File: src/common/trap_config.svh
`ifndef TRAP_CONFIG_SVH
`define TRAP_CONFIG_SVH

// ~~~~~~~~~~~~~~~~~~~~~~~~~~~~~~~~~~~~~~~~
// sizing of the trap subsystem.
// ~~~~~~~~~~~~~~~~~~~~~~~~~~~~~~~~~~~~~~~~

// width of one data word, used for addresses and CSR values.
`define TRAP_XLEN 32

// number of level interrupt lines seen by the arbiter.
`define TRAP_NUM_IRQ 8

// index of the line that is served without waiting for the pipeline.
// lower indexes win, so the fast line is also the most urgent one.
`define TRAP_FAST_IRQ 0

`endif

File: src/common/trap_pkg.sv
`include "trap_config.svh"

package trap_pkg;

    // ~~~~~~~~~~~~~~~~~~~~~~~~~~~~~~~~~~~~~~~~
    // basic words.
    // ~~~~~~~~~~~~~~~~~~~~~~~~~~~~~~~~~~~~~~~~

    localparam int unsigned CAUSE_CODE_W = 5;  // width of the mcause code field.

    typedef logic [`TRAP_XLEN-1:0]  data_word_t;   // addresses and CSR values.
    typedef logic [CAUSE_CODE_W-1:0] cause_code_t; // exception or interrupt number.

    // ~~~~~~~~~~~~~~~~~~~~~~~~~~~~~~~~~~~~~~~~
    // trap records.
    // ~~~~~~~~~~~~~~~~~~~~~~~~~~~~~~~~~~~~~~~~

    // contents of mcause, the bits above these two fields read as zero.
    typedef struct packed {
        logic        is_interrupt;  // set for asynchronous causes.
        cause_code_t code;          // exception code or interrupt line number.
    } cause_t;

    // request from the arbiter to the trap manager.
    // fast and code are held stable for as long as req is high.
    typedef struct packed {
        logic        req;   // four-phase request, dropped after ack.
        logic        fast;  // the line may be served without draining the pipeline.
        cause_code_t code;  // interrupt number of the chosen line.
    } irq_req_t;

    // jump order for the fetch unit.
    typedef struct packed {
        logic       valid;   // the fetch unit takes target as the next pc.
        data_word_t target;  // handler entry or the saved mepc.
    } pc_redirect_t;

endpackage : trap_pkg

File: src/hdl/irq_arbiter.sv
`timescale 1ns/1ps
`include "trap_config.svh"

module irq_arbiter
    import trap_pkg::*;
(
    input  logic                     clk_i,
    input  logic                     rst_n_i,
    input  logic [`TRAP_NUM_IRQ-1:0] irq_i,      // level interrupt lines.
    output irq_req_t                 irq_req_o,  // request towards the trap manager.
    input  logic                     irq_ack_i   // four-phase acknowledge.
);

    localparam int unsigned IDX_W = $clog2(`TRAP_NUM_IRQ);

    logic [`TRAP_NUM_IRQ-1:0] irq_q;                 // lines as seen last cycle.
    logic [`TRAP_NUM_IRQ-1:0] pending_q, pending_d;  // one bit per line waiting service.
    logic [`TRAP_NUM_IRQ-1:0] clear_mask;            // line retired by the handshake.
    logic [IDX_W-1:0]         sel_idx;               // lowest pending line.
    irq_req_t                 req_q, req_d;

    // ~~~~~~~~~~~~~~~~~~~~~~~~~~~~~~~~~~~~~~~~
    // priority selection.
    // ~~~~~~~~~~~~~~~~~~~~~~~~~~~~~~~~~~~~~~~~

    // scan from the top down so that the lowest pending index is left last.
    always_comb begin
        sel_idx = '0;
        for (int i = `TRAP_NUM_IRQ - 1; i >= 0; i--) begin
            if (pending_q[i]) begin
                sel_idx = IDX_W'(i);
            end
        end
    end

    // ~~~~~~~~~~~~~~~~~~~~~~~~~~~~~~~~~~~~~~~~
    // request side of the handshake.
    // ~~~~~~~~~~~~~~~~~~~~~~~~~~~~~~~~~~~~~~~~

    always_comb begin
        req_d      = req_q;  // the choice is frozen while req is up.
        clear_mask = '0;
        if (req_q.req) begin
            if (irq_ack_i) begin
                clear_mask[req_q.code[IDX_W-1:0]] = 1'b1;  // line has been taken.
                req_d.req                         = 1'b0;
            end
        end else if (!irq_ack_i && (pending_q != '0)) begin
            // a new request only once the previous ack has gone low.
            req_d.req  = 1'b1;
            req_d.fast = (sel_idx == IDX_W'(`TRAP_FAST_IRQ));
            req_d.code = cause_code_t'(sel_idx);
        end
    end

    // a rising line sets its bit even while a request is in flight.
    assign pending_d = (pending_q & ~clear_mask) | (irq_i & ~irq_q);

    always_ff @(posedge clk_i) begin
        if (!rst_n_i) begin
            irq_q     <= '0;
            pending_q <= '0;
            req_q     <= '0;
        end else begin
            irq_q     <= irq_i;
            pending_q <= pending_d;
            req_q     <= req_d;
        end
    end

    assign irq_req_o = req_q;

endmodule : irq_arbiter

File: src/trap/trap_csr.sv
`timescale 1ns/1ps
`include "trap_config.svh"

module trap_csr
    import trap_pkg::*;
(
    input  logic       clk_i,
    input  logic       rst_n_i,
    input  data_word_t mtvec_i,        // new trap vector base.
    input  logic       mtvec_we_i,     // loads mtvec_i.
    input  logic       capture_i,      // a trap is being taken this cycle.
    input  cause_t     cause_i,        // cause written into mcause on capture.
    input  data_word_t epc_i,          // address written into mepc on capture.
    input  cause_t     offer_cause_i,  // cause the manager is about to serve.
    output data_word_t handler_pc_o,   // entry point for offer_cause_i.
    output data_word_t mepc_o,
    output cause_t     mcause_o
);

    data_word_t mepc_q;
    data_word_t mtvec_q;
    cause_t     mcause_q;
    data_word_t vector_base;    // mtvec with the mode bits masked off.
    data_word_t vector_offset;  // four bytes per interrupt number.

    // ~~~~~~~~~~~~~~~~~~~~~~~~~~~~~~~~~~~~~~~~
    // machine trap registers.
    // ~~~~~~~~~~~~~~~~~~~~~~~~~~~~~~~~~~~~~~~~

    always_ff @(posedge clk_i) begin
        if (!rst_n_i) begin
            mepc_q   <= '0;
            mcause_q <= '0;
            mtvec_q  <= '0;
        end else begin
            if (capture_i) begin
                mepc_q   <= epc_i;    // where to resume after the handler.
                mcause_q <= cause_i;  // why the trap was taken.
            end
            if (mtvec_we_i) begin
                mtvec_q <= mtvec_i;
            end
        end
    end

    // ~~~~~~~~~~~~~~~~~~~~~~~~~~~~~~~~~~~~~~~~
    // handler address.
    // ~~~~~~~~~~~~~~~~~~~~~~~~~~~~~~~~~~~~~~~~

    // the two low bits of mtvec hold the mode and never reach the pc.
    assign vector_base   = {mtvec_q[`TRAP_XLEN-1:2], 2'b00};
    assign vector_offset = data_word_t'(offer_cause_i.code) << 2;

    // exceptions share the base, interrupts land in their own slot.
    assign handler_pc_o = offer_cause_i.is_interrupt ? vector_base + vector_offset
                                                     : vector_base;

    assign mepc_o   = mepc_q;
    assign mcause_o = mcause_q;

endmodule : trap_csr

File: src/trap/trap_manager.sv
`timescale 1ns/1ps

module trap_manager
    import trap_pkg::*;
(
    input  logic         clk_i,
    input  logic         rst_n_i,
    input  irq_req_t     irq_req_i,          // request from the arbiter.
    output logic         irq_ack_o,          // acknowledge towards the arbiter.
    input  logic         exception_i,        // synchronous exception from the pipeline.
    input  data_word_t   exception_addr_i,   // address of the faulting instruction.
    input  cause_code_t  exception_code_i,
    input  logic         core_sleep_i,       // the exception is a wait-for-interrupt.
    input  logic         pipeline_empty_i,
    input  data_word_t   current_pc_i,       // resume point for an interrupt.
    input  logic         return_instr_i,     // return-from-trap in execution.
    input  data_word_t   jump_addr_i,        // target of that return.
    input  data_word_t   mepc_i,
    input  data_word_t   handler_pc_i,       // entry point for offer_cause_o.
    output logic         capture_o,          // write mepc and mcause.
    output cause_t       cause_o,
    output data_word_t   epc_o,
    output cause_t       offer_cause_o,
    output logic         flush_o,
    output logic         stall_o,
    output logic         block_front_end_o,
    output pc_redirect_t redirect_o
);

    typedef enum logic [1:0] {IDLE, ACK, WAIT, SLEEP} state_t;

    state_t      state_q, state_d;
    logic        exc_kept_q, exc_kept_d;    // an exception waits for the next IDLE.
    data_word_t  kept_addr_q, kept_addr_d;
    cause_code_t kept_code_q, kept_code_d;
    logic        keep_exc;                  // park exception_i this cycle.
    logic        trap_redirect;             // jump to the handler this cycle.
    logic        ret_match;                 // return to the saved mepc.
    cause_t      trap_cause;
    data_word_t  trap_epc;

    always_ff @(posedge clk_i) begin
        if (!rst_n_i) begin
            state_q    <= IDLE;
            exc_kept_q <= 1'b0;
        end else begin
            state_q    <= state_d;
            exc_kept_q <= exc_kept_d;
        end
    end

    always_ff @(posedge clk_i) begin
        kept_addr_q <= kept_addr_d;
        kept_code_q <= kept_code_d;
    end

    // ~~~~~~~~~~~~~~~~~~~~~~~~~~~~~~~~~~~~~~~~
    // control FSM.
    // ~~~~~~~~~~~~~~~~~~~~~~~~~~~~~~~~~~~~~~~~

    always_comb begin
        state_d           = state_q;
        exc_kept_d        = exc_kept_q;
        kept_addr_d       = kept_addr_q;
        kept_code_d       = kept_code_q;
        keep_exc          = 1'b0;
        trap_redirect     = 1'b0;
        flush_o           = 1'b0;
        stall_o           = 1'b0;
        block_front_end_o = 1'b0;
        irq_ack_o         = 1'b0;
        trap_cause        = '{is_interrupt: 1'b1, code: irq_req_i.code};
        trap_epc          = current_pc_i;  // interrupts resume where the pc stands.

        case (state_q)
            IDLE: begin
                if (exc_kept_q) begin
                    // the parked exception goes first, a request waits a cycle.
                    trap_cause    = '{is_interrupt: 1'b0, code: kept_code_q};
                    trap_epc      = kept_addr_q;
                    trap_redirect = 1'b1;
                    exc_kept_d    = 1'b0;
                    keep_exc      = exception_i;
                end else if (irq_req_i.req && irq_req_i.fast) begin
                    trap_redirect = 1'b1;  // no need to drain the pipeline.
                    keep_exc      = exception_i;
                    state_d       = ACK;
                end else if (irq_req_i.req) begin
                    keep_exc = exception_i;
                    flush_o  = exception_i;
                    state_d  = WAIT;       // let the older instructions retire.
                end else if (exception_i) begin
                    if (core_sleep_i) begin
                        stall_o = 1'b1;    // the whole core waits for an interrupt.
                        state_d = SLEEP;
                    end else begin
                        trap_cause    = '{is_interrupt: 1'b0, code: exception_code_i};
                        trap_epc      = exception_addr_i;
                        trap_redirect = 1'b1;
                    end
                end
                // stop fetching as soon as anything wants a trap.
                block_front_end_o = irq_req_i.req | exception_i | exc_kept_q;
            end

            ACK: begin
                irq_ack_o         = 1'b1;  // held until the arbiter drops req.
                block_front_end_o = 1'b1;
                keep_exc          = exception_i;
                if (!irq_req_i.req) begin
                    state_d = IDLE;
                end
            end

            WAIT: begin
                block_front_end_o = 1'b1;
                keep_exc          = exception_i;
                flush_o           = exception_i;  // squash it now, serve it later.
                if (pipeline_empty_i) begin
                    trap_redirect = 1'b1;
                    state_d       = ACK;
                end
            end

            SLEEP: begin
                stall_o = 1'b1;
                if (irq_req_i.req) begin
                    state_d = IDLE;  // the request is served from IDLE.
                end
            end

            default: state_d = IDLE;
        endcase

        // only one exception is parked, a second one is dropped.
        if (keep_exc && !exc_kept_d) begin
            exc_kept_d  = 1'b1;
            kept_addr_d = exception_addr_i;
            kept_code_d = exception_code_i;
        end

        if (trap_redirect) begin
            flush_o = 1'b1;  // every handler entry empties the pipeline.
        end
    end

    // ~~~~~~~~~~~~~~~~~~~~~~~~~~~~~~~~~~~~~~~~
    // CSR side and pc redirect.
    // ~~~~~~~~~~~~~~~~~~~~~~~~~~~~~~~~~~~~~~~~

    assign capture_o     = trap_redirect;
    assign cause_o       = trap_cause;
    assign epc_o         = trap_epc;
    assign offer_cause_o = trap_cause;  // the CSR block turns it into handler_pc_i.

    assign ret_match = return_instr_i & (jump_addr_i == mepc_i);

    // a return to the saved mepc leaves the handler from any state.
    assign redirect_o.valid  = trap_redirect | ret_match;
    assign redirect_o.target = trap_redirect ? handler_pc_i : mepc_i;

endmodule : trap_manager

File: src/hdl/trap_unit.sv
`timescale 1ns/1ps
`include "trap_config.svh"

module trap_unit
    import trap_pkg::*;
(
    input  logic                     clk_i,
    input  logic                     rst_n_i,
    input  logic [`TRAP_NUM_IRQ-1:0] irq_i,
    input  logic                     exception_i,
    input  data_word_t               exception_addr_i,
    input  cause_code_t              exception_code_i,
    input  logic                     core_sleep_i,
    input  logic                     pipeline_empty_i,
    input  data_word_t               current_pc_i,
    input  logic                     return_instr_i,
    input  data_word_t               jump_addr_i,
    input  data_word_t               mtvec_i,
    input  logic                     mtvec_we_i,
    output logic                     flush_o,
    output logic                     stall_o,
    output logic                     block_front_end_o,
    output pc_redirect_t             redirect_o,
    output cause_t                   mcause_o
);

    irq_req_t   irq_req;      // arbiter request.
    logic       irq_ack;      // four-phase acknowledge.
    logic       capture;      // trap entry strobe for the CSRs.
    cause_t     cause;
    cause_t     offer_cause;  // cause used for the handler lookup.
    data_word_t epc;
    data_word_t handler_pc;
    data_word_t mepc;

    irq_arbiter arbiter_i (
        .clk_i     (clk_i),
        .rst_n_i   (rst_n_i),
        .irq_i     (irq_i),
        .irq_req_o (irq_req),
        .irq_ack_i (irq_ack)
    );

    trap_manager manager_i (
        .clk_i             (clk_i),
        .rst_n_i           (rst_n_i),
        .irq_req_i         (irq_req),
        .irq_ack_o         (irq_ack),
        .exception_i       (exception_i),
        .exception_addr_i  (exception_addr_i),
        .exception_code_i  (exception_code_i),
        .core_sleep_i      (core_sleep_i),
        .pipeline_empty_i  (pipeline_empty_i),
        .current_pc_i      (current_pc_i),
        .return_instr_i    (return_instr_i),
        .jump_addr_i       (jump_addr_i),
        .mepc_i            (mepc),
        .handler_pc_i      (handler_pc),
        .capture_o         (capture),
        .cause_o           (cause),
        .epc_o             (epc),
        .offer_cause_o     (offer_cause),
        .flush_o           (flush_o),
        .stall_o           (stall_o),
        .block_front_end_o (block_front_end_o),
        .redirect_o        (redirect_o)
    );

    trap_csr csr_i (
        .clk_i         (clk_i),
        .rst_n_i       (rst_n_i),
        .mtvec_i       (mtvec_i),
        .mtvec_we_i    (mtvec_we_i),
        .capture_i     (capture),
        .cause_i       (cause),
        .epc_i         (epc),
        .offer_cause_i (offer_cause),
        .handler_pc_o  (handler_pc),
        .mepc_o        (mepc),
        .mcause_o      (mcause_o)
    );

endmodule : trap_unit

File: config.mk
export PLATFORM = sky130hd
export DESIGN_NAME = trap_unit
export DESIGN_NICKNAME = d
export VERILOG_FILES = /design/src/common/trap_pkg.sv /design/src/hdl/irq_arbiter.sv /design/src/trap/trap_csr.sv /design/src/trap/trap_manager.sv /design/src/hdl/trap_unit.sv
export VERILOG_INCLUDE_DIRS = /design/src /design/src/common
export SDC_FILE = /design/constraint.sdc
export NUM_CORES = 1
export LEC_CHECK = 0
export BUFFER_PORTS_ARGS = -buffer_cell sky130_fd_sc_hd__clkbuf_2
export CAP_MARGIN = 10
export CORE_MARGIN = 10
export CORE_UTILIZATION = 53
export DETAILED_ROUTE_END_ITERATION = 7
export GPL_ROUTABILITY_DRIVEN = 0
export PLACE_DENSITY = 0.79
export RECOVER_POWER = 25
export SLEW_MARGIN = 20
export SYNTH_ARGS = -nofsm -noshare
export SYNTH_HDL_FRONTEND = slang
export SYNTH_SLANG_ARGS = --single-unit
export TNS_END_PERCENT = 1
File: constraint.sdc
create_clock -name clk_i -period 4.7 [get_ports clk_i]
set_clock_uncertainty 0.1 [all_clocks]
set_input_delay 0.47 -clock clk_i [delete_from_list [all_inputs] [get_ports clk_i]]
set_output_delay 0.47 -clock clk_i [all_outputs]
set_load 0.05 [all_outputs]
==> results_dict.tcl, run 1 <==
set metrics [dict create \
    pwr-share-seq_pct 26.9 \
    final_area_um2 8852 \
    instances_no_fill 1130 \
    cts_root_buf "clkbuf_16" \
    netlist_area_um2 6810 \
    swShare_pct 43.65 \
    whs_ps 145.1 \
    fin_crit_ps 4464 \
    dp_cells 1097 \
    postSynthCellCount 773 \
    ys_types 64 \
    startpoint_type "flop" \
    grt.total_usage_pct 24.79 \
    gr-total-overflow 0 \
    status "finished clean" \
    layout-drive-gt1-share_pct 22.05 \
    viasPerCell 5.996 \
    muxShareOfSynthArea_pct 5.438 \
    clkPwrFrac_pct 21.6 \
    final_common_cell "clkbuf_2" \
    die_x_um 133.4 \
    cts_num_sinks 129 \
    worstHoldPathType "primary input to flop" \
    synth-main-ff-cell "dfxtp_1" \
    setup_viol_count_final 0 \
    synth_largest_area_cell "dfxtp_1" \
    syn_nets 932 \
    yosys.area_share.simple_pct 17.84 \
    synthAdderAreaFrac_pct 2.131 \
    core_area_um2 12620 \
    ir_drop_mv 0.4449 \
    synth_edf_count 37 \
    pin_count 190 \
    slew_violations 0 \
    relSlewSlack_pct 7.352 \
    synth_area_leaders "dfxtp_1 27%, edfxtp_1 16%, o22ai_1 5.9%" \
    rows 41 \
    final_cell_mix "122 x clkbuf_2, 91 x dfxtp_1, 77 x a21oi_1" \
    synth_top_family_by_area "compound AO/OA/AOI/OAI gates" \
    ctsHoldBuffers 0 \
    p_sw_mw 2.609 \
    path_max_fanout 50 \
    dr.pass1.iters 6 \
    place.detailed.hpwl_um 16810 \
    final_antenna_net_count 0 \
    ys_ff_latch 129 \
    ys_warn_count 0 \
    synth-compound-area-share_pct 21.95 \
    grt_max_degree 51 \
    synth_top_area_share_pct 27.04 \
    powerDensity_nw_per_um2 675.3 \
    power.internal_mw 3.369 \
    die_y_um 133.4 \
    cts-htree-levels 4 \
    placed_area_um2 8305 \
    grt_pass1_wl_um 35430 \
    tns_ps 0 \
    critPathKind "flop to primary output" \
    post-route-period-util_pct 94.97 \
    via_count 6775 \
    hold_viol_final 0 \
    synth-seq-area-share_pct 43.36 \
    max_cap_violations 0 \
    numCtsBuffers 17 \
    antenna_found_initial 1 \
    clkLatencyLatePin_ps 420 \
    nets 1103 \
    maxClockFrequency_ghz 0.2240 \
    clockBufferDepth 2 \
    cp.required_ps 4130 \
    start_util_pct 53.97 \
    drc 0 \
    rrSetupSlack_ps 1440 \
    tightest_slew_ps 1388 \
    io_buffers 187 \
    cp-end-kind "primary output" \
    cp.arrival_ps 3890 \
    yosys.area_share.xor_xnor_pct 5.401 \
    drt-total-wl_um 22650 \
    first_global_vias 6466 \
    leakage_nw 3.574 \
    wl_per_cell_um 20.04 \
    synthArstFlopShare_pct 0 \
    power_frac_comb_pct 51.5 \
    rsz0062_at_grt "false" \
    syn2layout_area_growth_pct 29.98 \
    cts_tree "yes" \
    avgSynthCellArea_um2 8.810 \
    fp.dieArea_um2 17780 \
    drt_iter0_markers 701 \
    clk_pin_slew_ps 50 \
]
## area by class of cell
cell class                 count  area [µm²]
antenna                        1       2.502
clock buffer                  23       467.9
clock inverter                 9       106.4
fill                        1000        3767
inverter                      14       52.55
multi-input combinational    580        3631
sequential                   129        2954
tap                          172       215.2
timing repair buffer         202        1423
## registers in the layout, indices dropped and copies added, names as in the netlist
register               flops
arbiter_i.irq_q            8
arbiter_i.irq_req_o        5
arbiter_i.pending_q        8
csr_i.mcause_o             6
csr_i.mepc_o              32
csr_i.mtvec_q             30
manager_i.exc_kept_q       1
manager_i.kept_addr_q     32
manager_i.kept_code_q      5
manager_i.state_q          2
## power by group through the flow
stage          clock network (mW)  registers (mW)  logic [mW]
3_5_place_dp                    0            1.63        3.04
3_3_place_gp                    0            1.62        3.01
5_1_grt                      1.35            1.64        3.26
2_1_floorplan                   0            1.60        1.85
6_report                     1.29            1.61        3.08
4_1_cts                      1.30            1.61        3.06
## synthesized netlist by cell type, types with 4 or more instances
| master | n |
|---|---|
| edfxtp_1 | 37 |
| nor4_1 | 6 |
| clkbuf_1 | 27 |
| mux2i_1 | 37 |
| nand2_1 | 68 |
| and3_1 | 4 |
| buf_2 | 14 |
| a21oi_1 | 78 |
| nand2b_1 | 12 |
| nand3_1 | 17 |
| inv_1 | 12 |
| a211oi_1 | 16 |
| nor3_1 | 8 |
| nor2_1 | 74 |
| nand4_1 | 13 |
| and2_1 | 17 |
| xnor2_1 | 15 |
| buf_1 | 6 |
| o22ai_1 | 64 |
| a31oi_1 | 4 |
| or4_1 | 6 |
| o211ai_1 | 7 |
| ha_1 | 10 |
| xor2_1 | 27 |
| o21ai_0 | 36 |
| or3_1 | 8 |
| dfxtp_1 | 92 |
## per-stage QoR
| stage | power (mW) | utilization, % | setup WS [ps] |
|---|---|---|---|
| 3_3_place_gp | 4.628 | 65.81 | 483.5 |
| 6_report | 5.978 | 70.15 | 236.3 |
| 3_5_place_dp | 4.667 | 65.81 | 378.9 |
| 4_1_cts | 5.969 | 70.36 | 5.315 |
| 5_1_grt | 6.238 | 70.15 | 14.85 |
| 2_1_floorplan | 3.454 | - | 135.4 |
## metal layers
| layer | track usage, % | up-vias | part of all wire (%) |
|---|---|---|---|
| li1 | - | 3192 | - |
| met1 | 30.96 | 3188 | 41 |
| met2 | 39.18 | 357 | 46 |
| met3 | 7.782 | 38 | 10 |
| met4 | 9.371 | 0 | 2.7 |
| met5 | 0 | - | 0 |
## logic make-up after synthesis
family / after synthesis
AOI/OAI and AO/OA: 244
xor gates and xnor gates: 42
adders and majority gates: 11
buffers and inverters: 64
DFF: 129
muxes: 37
and+or+nand+nor: 246
## worst paths after layout
kind                                startpoint                                  end  cells after the start
max          manager_i.state_q[0]$_SDFFE_PN0P_                        redirect_o[8]                     12
min reg2reg      arbiter_i.irq_q[6]$_SDFF_PN0_    arbiter_i.pending_q[6]$_SDFF_PN0_                      2
max reg2reg  manager_i.state_q[0]$_SDFFE_PN0P_         csr_i.mepc_o[0]$_SDFFE_PN0P_                     10
min                       exception_addr_i[28]  manager_i.kept_addr_q[28]$_DFFE_PP_                      1
## critical path, stage by stage (launching register included)
cell and delay [ps]:
dfxtp_1 370, inv_1 100, ha_1 250, buf_4 320, a22o_1 300, ha_1 250
fa_1 460, a211oi_1 410, o21bai_2 230, nand2_2 210, xor2_1 80, o21ai_0 300
buf_12 190
## timing repair
item | 4_1_cts | 5_1_grt
buffers inserted | 0 | 0
endpoints found under the setup margin | 0 | 14
gates resized for setup | 0 | 5
(Power assumes the default switching activity.)
==> inputs of run 2 (changes only) <==
- RECOVER_POWER: 25 -> 100
==> results_dict.tcl, run 2 (synthesized netlist as in run 1, its figures left out) <==
set metrics [dict create \
    powerDensity_nw_per_um2 662.9 \
    final_common_cell "clkbuf_2" \
    gr-total-overflow 0 \
    placed_area_um2 8305 \
    leakage_nw 3.501 \
    max_cap_violations 2 \
    fillCellCount 1045 \
    instances_no_fill 1130 \
    drt_iter0_markers 714 \
    worstHoldPathType "primary input to flop" \
    cts_tree "yes" \
    syn2layout_area_growth_pct 26.29 \
    cts_resized 0 \
    cts-htree-levels 4 \
    grt.total_usage_pct 24.79 \
    failed_checks "max-capacitance violations, max-slew violations" \
    fp.dieArea_um2 17780 \
    start_util_pct 53.97 \
    grt_max_degree 51 \
    rr_startpoint "manager_i.state_q[0]$_SDFFE_PN0P_" \
    ir_drop_mv 0.4444 \
    finalPower_mw 5.701 \
    r2r_end "manager_i.kept_addr_q[13]$_DFFE_PP_" \
    startpoint_type "flop" \
    maxClockFrequency_ghz 0.2215 \
    startpoint "manager_i.state_q[0]$_SDFFE_PN0P_" \
    ctsHoldBuffers 0 \
    dp_cells 1097 \
    drc 0 \
    final_area_um2 8601 \
    critPathKind "flop to primary output" \
    hold_viol_final 0 \
    final-seq-area_um2 2954 \
    cts_root_buf "clkbuf_16" \
    path_max_fanout 50 \
    endpoint "redirect_o[12]" \
    cp-end-kind "primary output" \
    setup_viol_count_final 0 \
    antenna_found_initial 1 \
    cp.arrival_ps 3940 \
    rows 41 \
    postCtsSetupBuffers 0 \
    status "finished with violations" \
    reg2reg_depth 6 \
    io_buffers 187 \
    slew_violations 62 \
    cts_num_sinks 129 \
    rrSetupSlack_ps 700 \
    tns_ps 0 \
    wl_per_cell_um 19.99 \
    tightest_slew_ps 2152 \
    nets 1103 \
    final_cell_mix "112 x clkbuf_2, 91 x dfxtp_1, 78 x a21oi_1" \
    rsz0062_at_grt "false" \
    final_antenna_net_count 0 \
    worst_slack_ps 185.5 \
    clk_pin_slew_ps 50 \
    clkLatencyLatePin_ps 420 \
    clockBufferDepth 2 \
    pin_count 190 \
    fin_crit_ps 4514 \
    via_count 6725 \
    cp.required_ps 4130 \
    drt-total-wl_um 22590 \
    layout-drive-gt1-share_pct 19.23 \
    grt_pass1_wl_um 35430 \
    multi_input_area_um2 3608 \
    dr.pass1.iters 6 \
    place.detailed.hpwl_um 16810 \
    dpl_worst_slack_ps 378.9 \
    numCtsBuffers 17 \
    first_global_vias 6466 \
    post-route-period-util_pct 96.05 \
    die_x_um 133.4 \
    die_y_um 133.4 \
    viasPerCell 5.951 \
    core_area_um2 12620 \
    relSlewSlack_pct -43.48 \
]
run 2: changes by cell type in the layout (fill, tap and decap cells not counted), sizes merged:
cell / before / now
dlymetal6s2s: 0 / 5
buf: 43 / 23
clkdlybuf4s15: 0 / 3
clkbuf: 182 / 194
run 2: power breakdown:
group	switching (mW)	internal [mW]
Sequential	0.186	1.43
Combinational	1.88	0.910
Clock	0.483	0.808
run 2: per-stage QoR:
stage	util, %	hold slack [ps]
2_1_floorplan	-	347.5
3_3_place_gp	65.81	368.5
3_5_place_dp	65.81	371.5
4_1_cts	70.36	135.6
5_1_grt	68.15	137.0
6_report	68.15	150.1
run 2: area by class of cell:
type	count	share of cell area, %
Clock buffer	23	5.441
Sequential cell	129	34.35
Inverter	14	0.6110
Clock inverter	9	1.237
Multi-Input combinational cell	580	41.96
Antenna cell	1	0.02910
Tap cell	172	2.502
Timing Repair Buffer	202	13.88
run 2: layer usage:
metal | vias to the layer above | wire, µm | GRT usage, %
met5 | - | 0 | 0
met4 | 0 | 601 | 9.371
met3 | 38 | 2199 | 7.782
met2 | 305 | 10570 | 39.18
met1 | 3185 | 9213 | 30.96
li1 | 3197 | - | -
run 2: worst max-delay path: stages (launching register included):
cell,delay (ps)
dfxtp_1,370
inv_1,100
ha_1,250
buf_4,320
a22o_1,300
ha_1,250
fa_1,460
a211oi_1,410
o21ba_2,220
nor3_1,50
xnor2_1,120
o21ai_0,220
dlymetal6s2s_1,470
run 2: worst min path at each step:
stage          depth (start not counted)                           from                                   to  slack, ps
6_report                               1           exception_addr_i[28]  manager_i.kept_addr_q[28]$_DFFE_PP_        150
3_5_place_dp                           2  arbiter_i.irq_q[6]$_SDFF_PN0_    arbiter_i.pending_q[6]$_SDFF_PN0_        370
3_3_place_gp                           2  arbiter_i.irq_q[7]$_SDFF_PN0_    arbiter_i.pending_q[7]$_SDFF_PN0_        370
2_1_floorplan                          2   csr_i.mepc_o[9]$_SDFFE_PN0P_         csr_i.mepc_o[9]$_SDFFE_PN0P_        350
4_1_cts                                1           exception_addr_i[29]  manager_i.kept_addr_q[29]$_DFFE_PP_        140
5_1_grt                                1           exception_addr_i[28]  manager_i.kept_addr_q[28]$_DFFE_PP_        140
==> inputs of run 3 (changes only) <==
- ABC_AREA: unset -> 1
- CORE_UTILIZATION: 53 -> 54
==> results_dict.tcl, run 3 <==
set metrics [dict create \
    status "finished with violations" \
    failed_checks "max-capacitance violations, max-slew violations" \
    pin_count 190 \
    synth_edf_count 37 \
    die_y_um 137.3 \
    viasPerCell 5.372 \
    endpoint "redirect_o[8]" \
    cts_root_buf "clkbuf_16" \
    utilization_pct 67.27 \
    postCtsSetupBuffers 0 \
    rrSetupSlack_ps 520 \
    n_antenna_cell 0 \
    rows 42 \
    ys_types 46 \
    final_common_cell "nand2_1" \
    cp.required_ps 4130 \
    die_x_um 137.3 \
    synth-main-ff-cell "dfxtp_1" \
    rr_startpoint "manager_i.state_q[0]$_SDFFE_PN0P_" \
    yosysMostFrequentCell "nand2_1" \
    cts_num_sinks 129 \
    clkLatencyLatePin_ps 420 \
    multi_input_area_um2 3621 \
    layout-drive-gt1-share_pct 15.39 \
    nets 1400 \
    ys_ff_latch 129 \
    startpoint "manager_i.state_q[0]$_SDFFE_PN0P_" \
    ir_drop_mv 0.9109 \
    core_area_um2 13350 \
    yosys-top-cells-count "262 x nand2_1, 153 x o21ai_0, 133 x inv_1" \
    fp.dieArea_um2 18840 \
    via_count 7682 \
    synth_top_area_share_pct 24.81 \
    powerDensity_nw_per_um2 602.2 \
    relSlewSlack_pct -40.35 \
    avgSynthCellArea_um2 6.932 \
    drt_iter0_markers 590 \
    grt.total_usage_pct 24.08 \
    r2r_end "manager_i.kept_addr_q[23]$_DFFE_PP_" \
    drc 0 \
    cts_tree "yes" \
    synth_largest_area_cell "dfxtp_1" \
    antenna_found_initial 1 \
    netlist_area_um2 7425 \
    maxClockFrequency_ghz 0.2245 \
    ys_warn_count 0 \
    path_max_fanout 6 \
    leakage_nw 4.228 \
    fin_crit_ps 4454 \
    post-route-period-util_pct 94.76 \
    numCtsBuffers 17 \
    tightest_slew_ps 2105 \
    syn2layout_area_growth_pct 20.93 \
    io_buffers 187 \
    first_global_vias 7297 \
    cts-htree-levels 4 \
    tns_ps 0 \
    fillCellCount 1218 \
    syn_nets 1230 \
    grt_max_degree 65 \
    startpoint_type "flop" \
    final-seq-area_um2 2953 \
    postSynthCellCount 1071 \
    critPathKind "flop to primary output" \
    setup_viol_count_final 0 \
    wl_per_cell_um 16.17 \
    max_cap_violations 2 \
    drt-total-wl_um 23120 \
    clk_pin_slew_ps 60 \
    synth-seq-area-share_pct 39.77 \
    reg2reg_depth 10 \
    gr-total-overflow 0 \
    dr.pass1.iters 5 \
    rsz0062_at_grt "false" \
    synthArstFlopShare_pct 0 \
    hold_viol_final 0 \
    final_cell_mix "262 x nand2_1, 156 x o21ai_0, 136 x clkbuf_2" \
    start_util_pct 55.62 \
    clockBufferDepth 2 \
    final_antenna_net_count 0 \
    place.detailed.hpwl_um 17180 \
    cp.arrival_ps 3880 \
    cp-end-kind "primary output" \
    worstHoldPathType "primary input to flop" \
    grt_pass1_wl_um 35850 \
    synth_area_leaders "dfxtp_1 25%, edfxtp_1 15%, nand2_1 13%" \
    slew_violations 78 \
]
run 3: changes by cell type after synthesis, moves of 14 or more:
cell      delta
o21ai_0    +117
o21ai_1     +21
o22ai_1     -55
and2_1      -17
nor2_1      +23
inv_1      +121
nand3_1     +31
a211oi_1    -14
nand2_1    +194
mux2i_1     -37
run 3: cells by family after synthesis:
kind of cell    Yosys count  share of synthesized area (%)
simple gates            449                          25.08
xor+xnor                 16                          1.888
compound gates          283                          20.00
buf+inv                 183                          11.31
fa+ha+maj                11                          1.955
flops                   129                          39.77
run 3: how the worst min path moves through the flow:
stage                     depth (start not counted)                                  end                           from
after floorplan                                   1    arbiter_i.pending_q[0]$_SDFF_PN0_  arbiter_i.irq_q[0]$_SDFF_PN0_
after CTS                                         1  manager_i.kept_addr_q[31]$_DFFE_PP_           exception_addr_i[31]
after global routing                              1   manager_i.kept_addr_q[2]$_DFFE_PP_            exception_addr_i[2]
after detailed placement                          1    arbiter_i.pending_q[5]$_SDFF_PN0_  arbiter_i.irq_q[5]$_SDFF_PN0_
after global placement                            1    arbiter_i.pending_q[5]$_SDFF_PN0_  arbiter_i.irq_q[5]$_SDFF_PN0_
final                                             1   manager_i.kept_addr_q[2]$_DFFE_PP_            exception_addr_i[2]
run 3: cell type report:
class,instances,area share (%)
inverter,138,5.853
multi-input combinational,759,40.33
sequential,129,32.89
clock buffer,18,5.017
tap,176,2.453
clock inverter,14,2.035
timing repair buffer,196,11.43
run 3: critical path, stage by stage (launching register included):
cell and delay (ps):
dfxtp_1 330, inv_1 120, ha_1 270, inv_1 170, nor2_4 110, nand2_1 90
o22ai_1 110, o21bai_1 150, inv_1 70, ha_1 240, fa_1 440, nand2_1 110
nand2_1 100, nand3_1 100, nand2_1 100, nand3_1 120, nand2_1 60, o21ai_0 250
clkbuf_1 510
run 3: stage by stage:
step           setup WS, ps  hold WS (ps)  instances  total power [mW]  cell area [µm²]
2_1_floorplan         533.9         298.8       1071             3.416             7425
3_3_place_gp          723.2         303.9       1398             4.109             8556
3_5_place_dp          713.4         307.3       1398             4.143             8556
4_1_cts               272.7         119.1       1430             5.573             9189
5_1_grt               17.29         116.0       1430             5.714             8979
6_report              246.1         128.9       1430             5.407             8979
run 3: routing by layer:
layer | up-vias | track usage (%) | wire length [µm]
met1 | 3472 | 28.46 | 9144
li1 | 3849 | - | -
met3 | 46 | 7.283 | 1990
met2 | 313 | 40.45 | 11370
met5 | - | 0 | 10
met4 | 2 | 8.724 | 607
run 3: timing repair:
item,CTS,global route
endpoints found under the hold margin,0,0
hold buffers,0,0
resized for setup,0,1
setup endpoints to repair,0,1
run 3: power breakdown:
| part | switching [mW] | internal (mW) |
|---|---|---|
| sequential | 0.147 | 1.44 |
| combinational | 1.77 | 0.633 |
| clock | 0.502 | 0.915 |
| total | 2.42 | 2.99 |
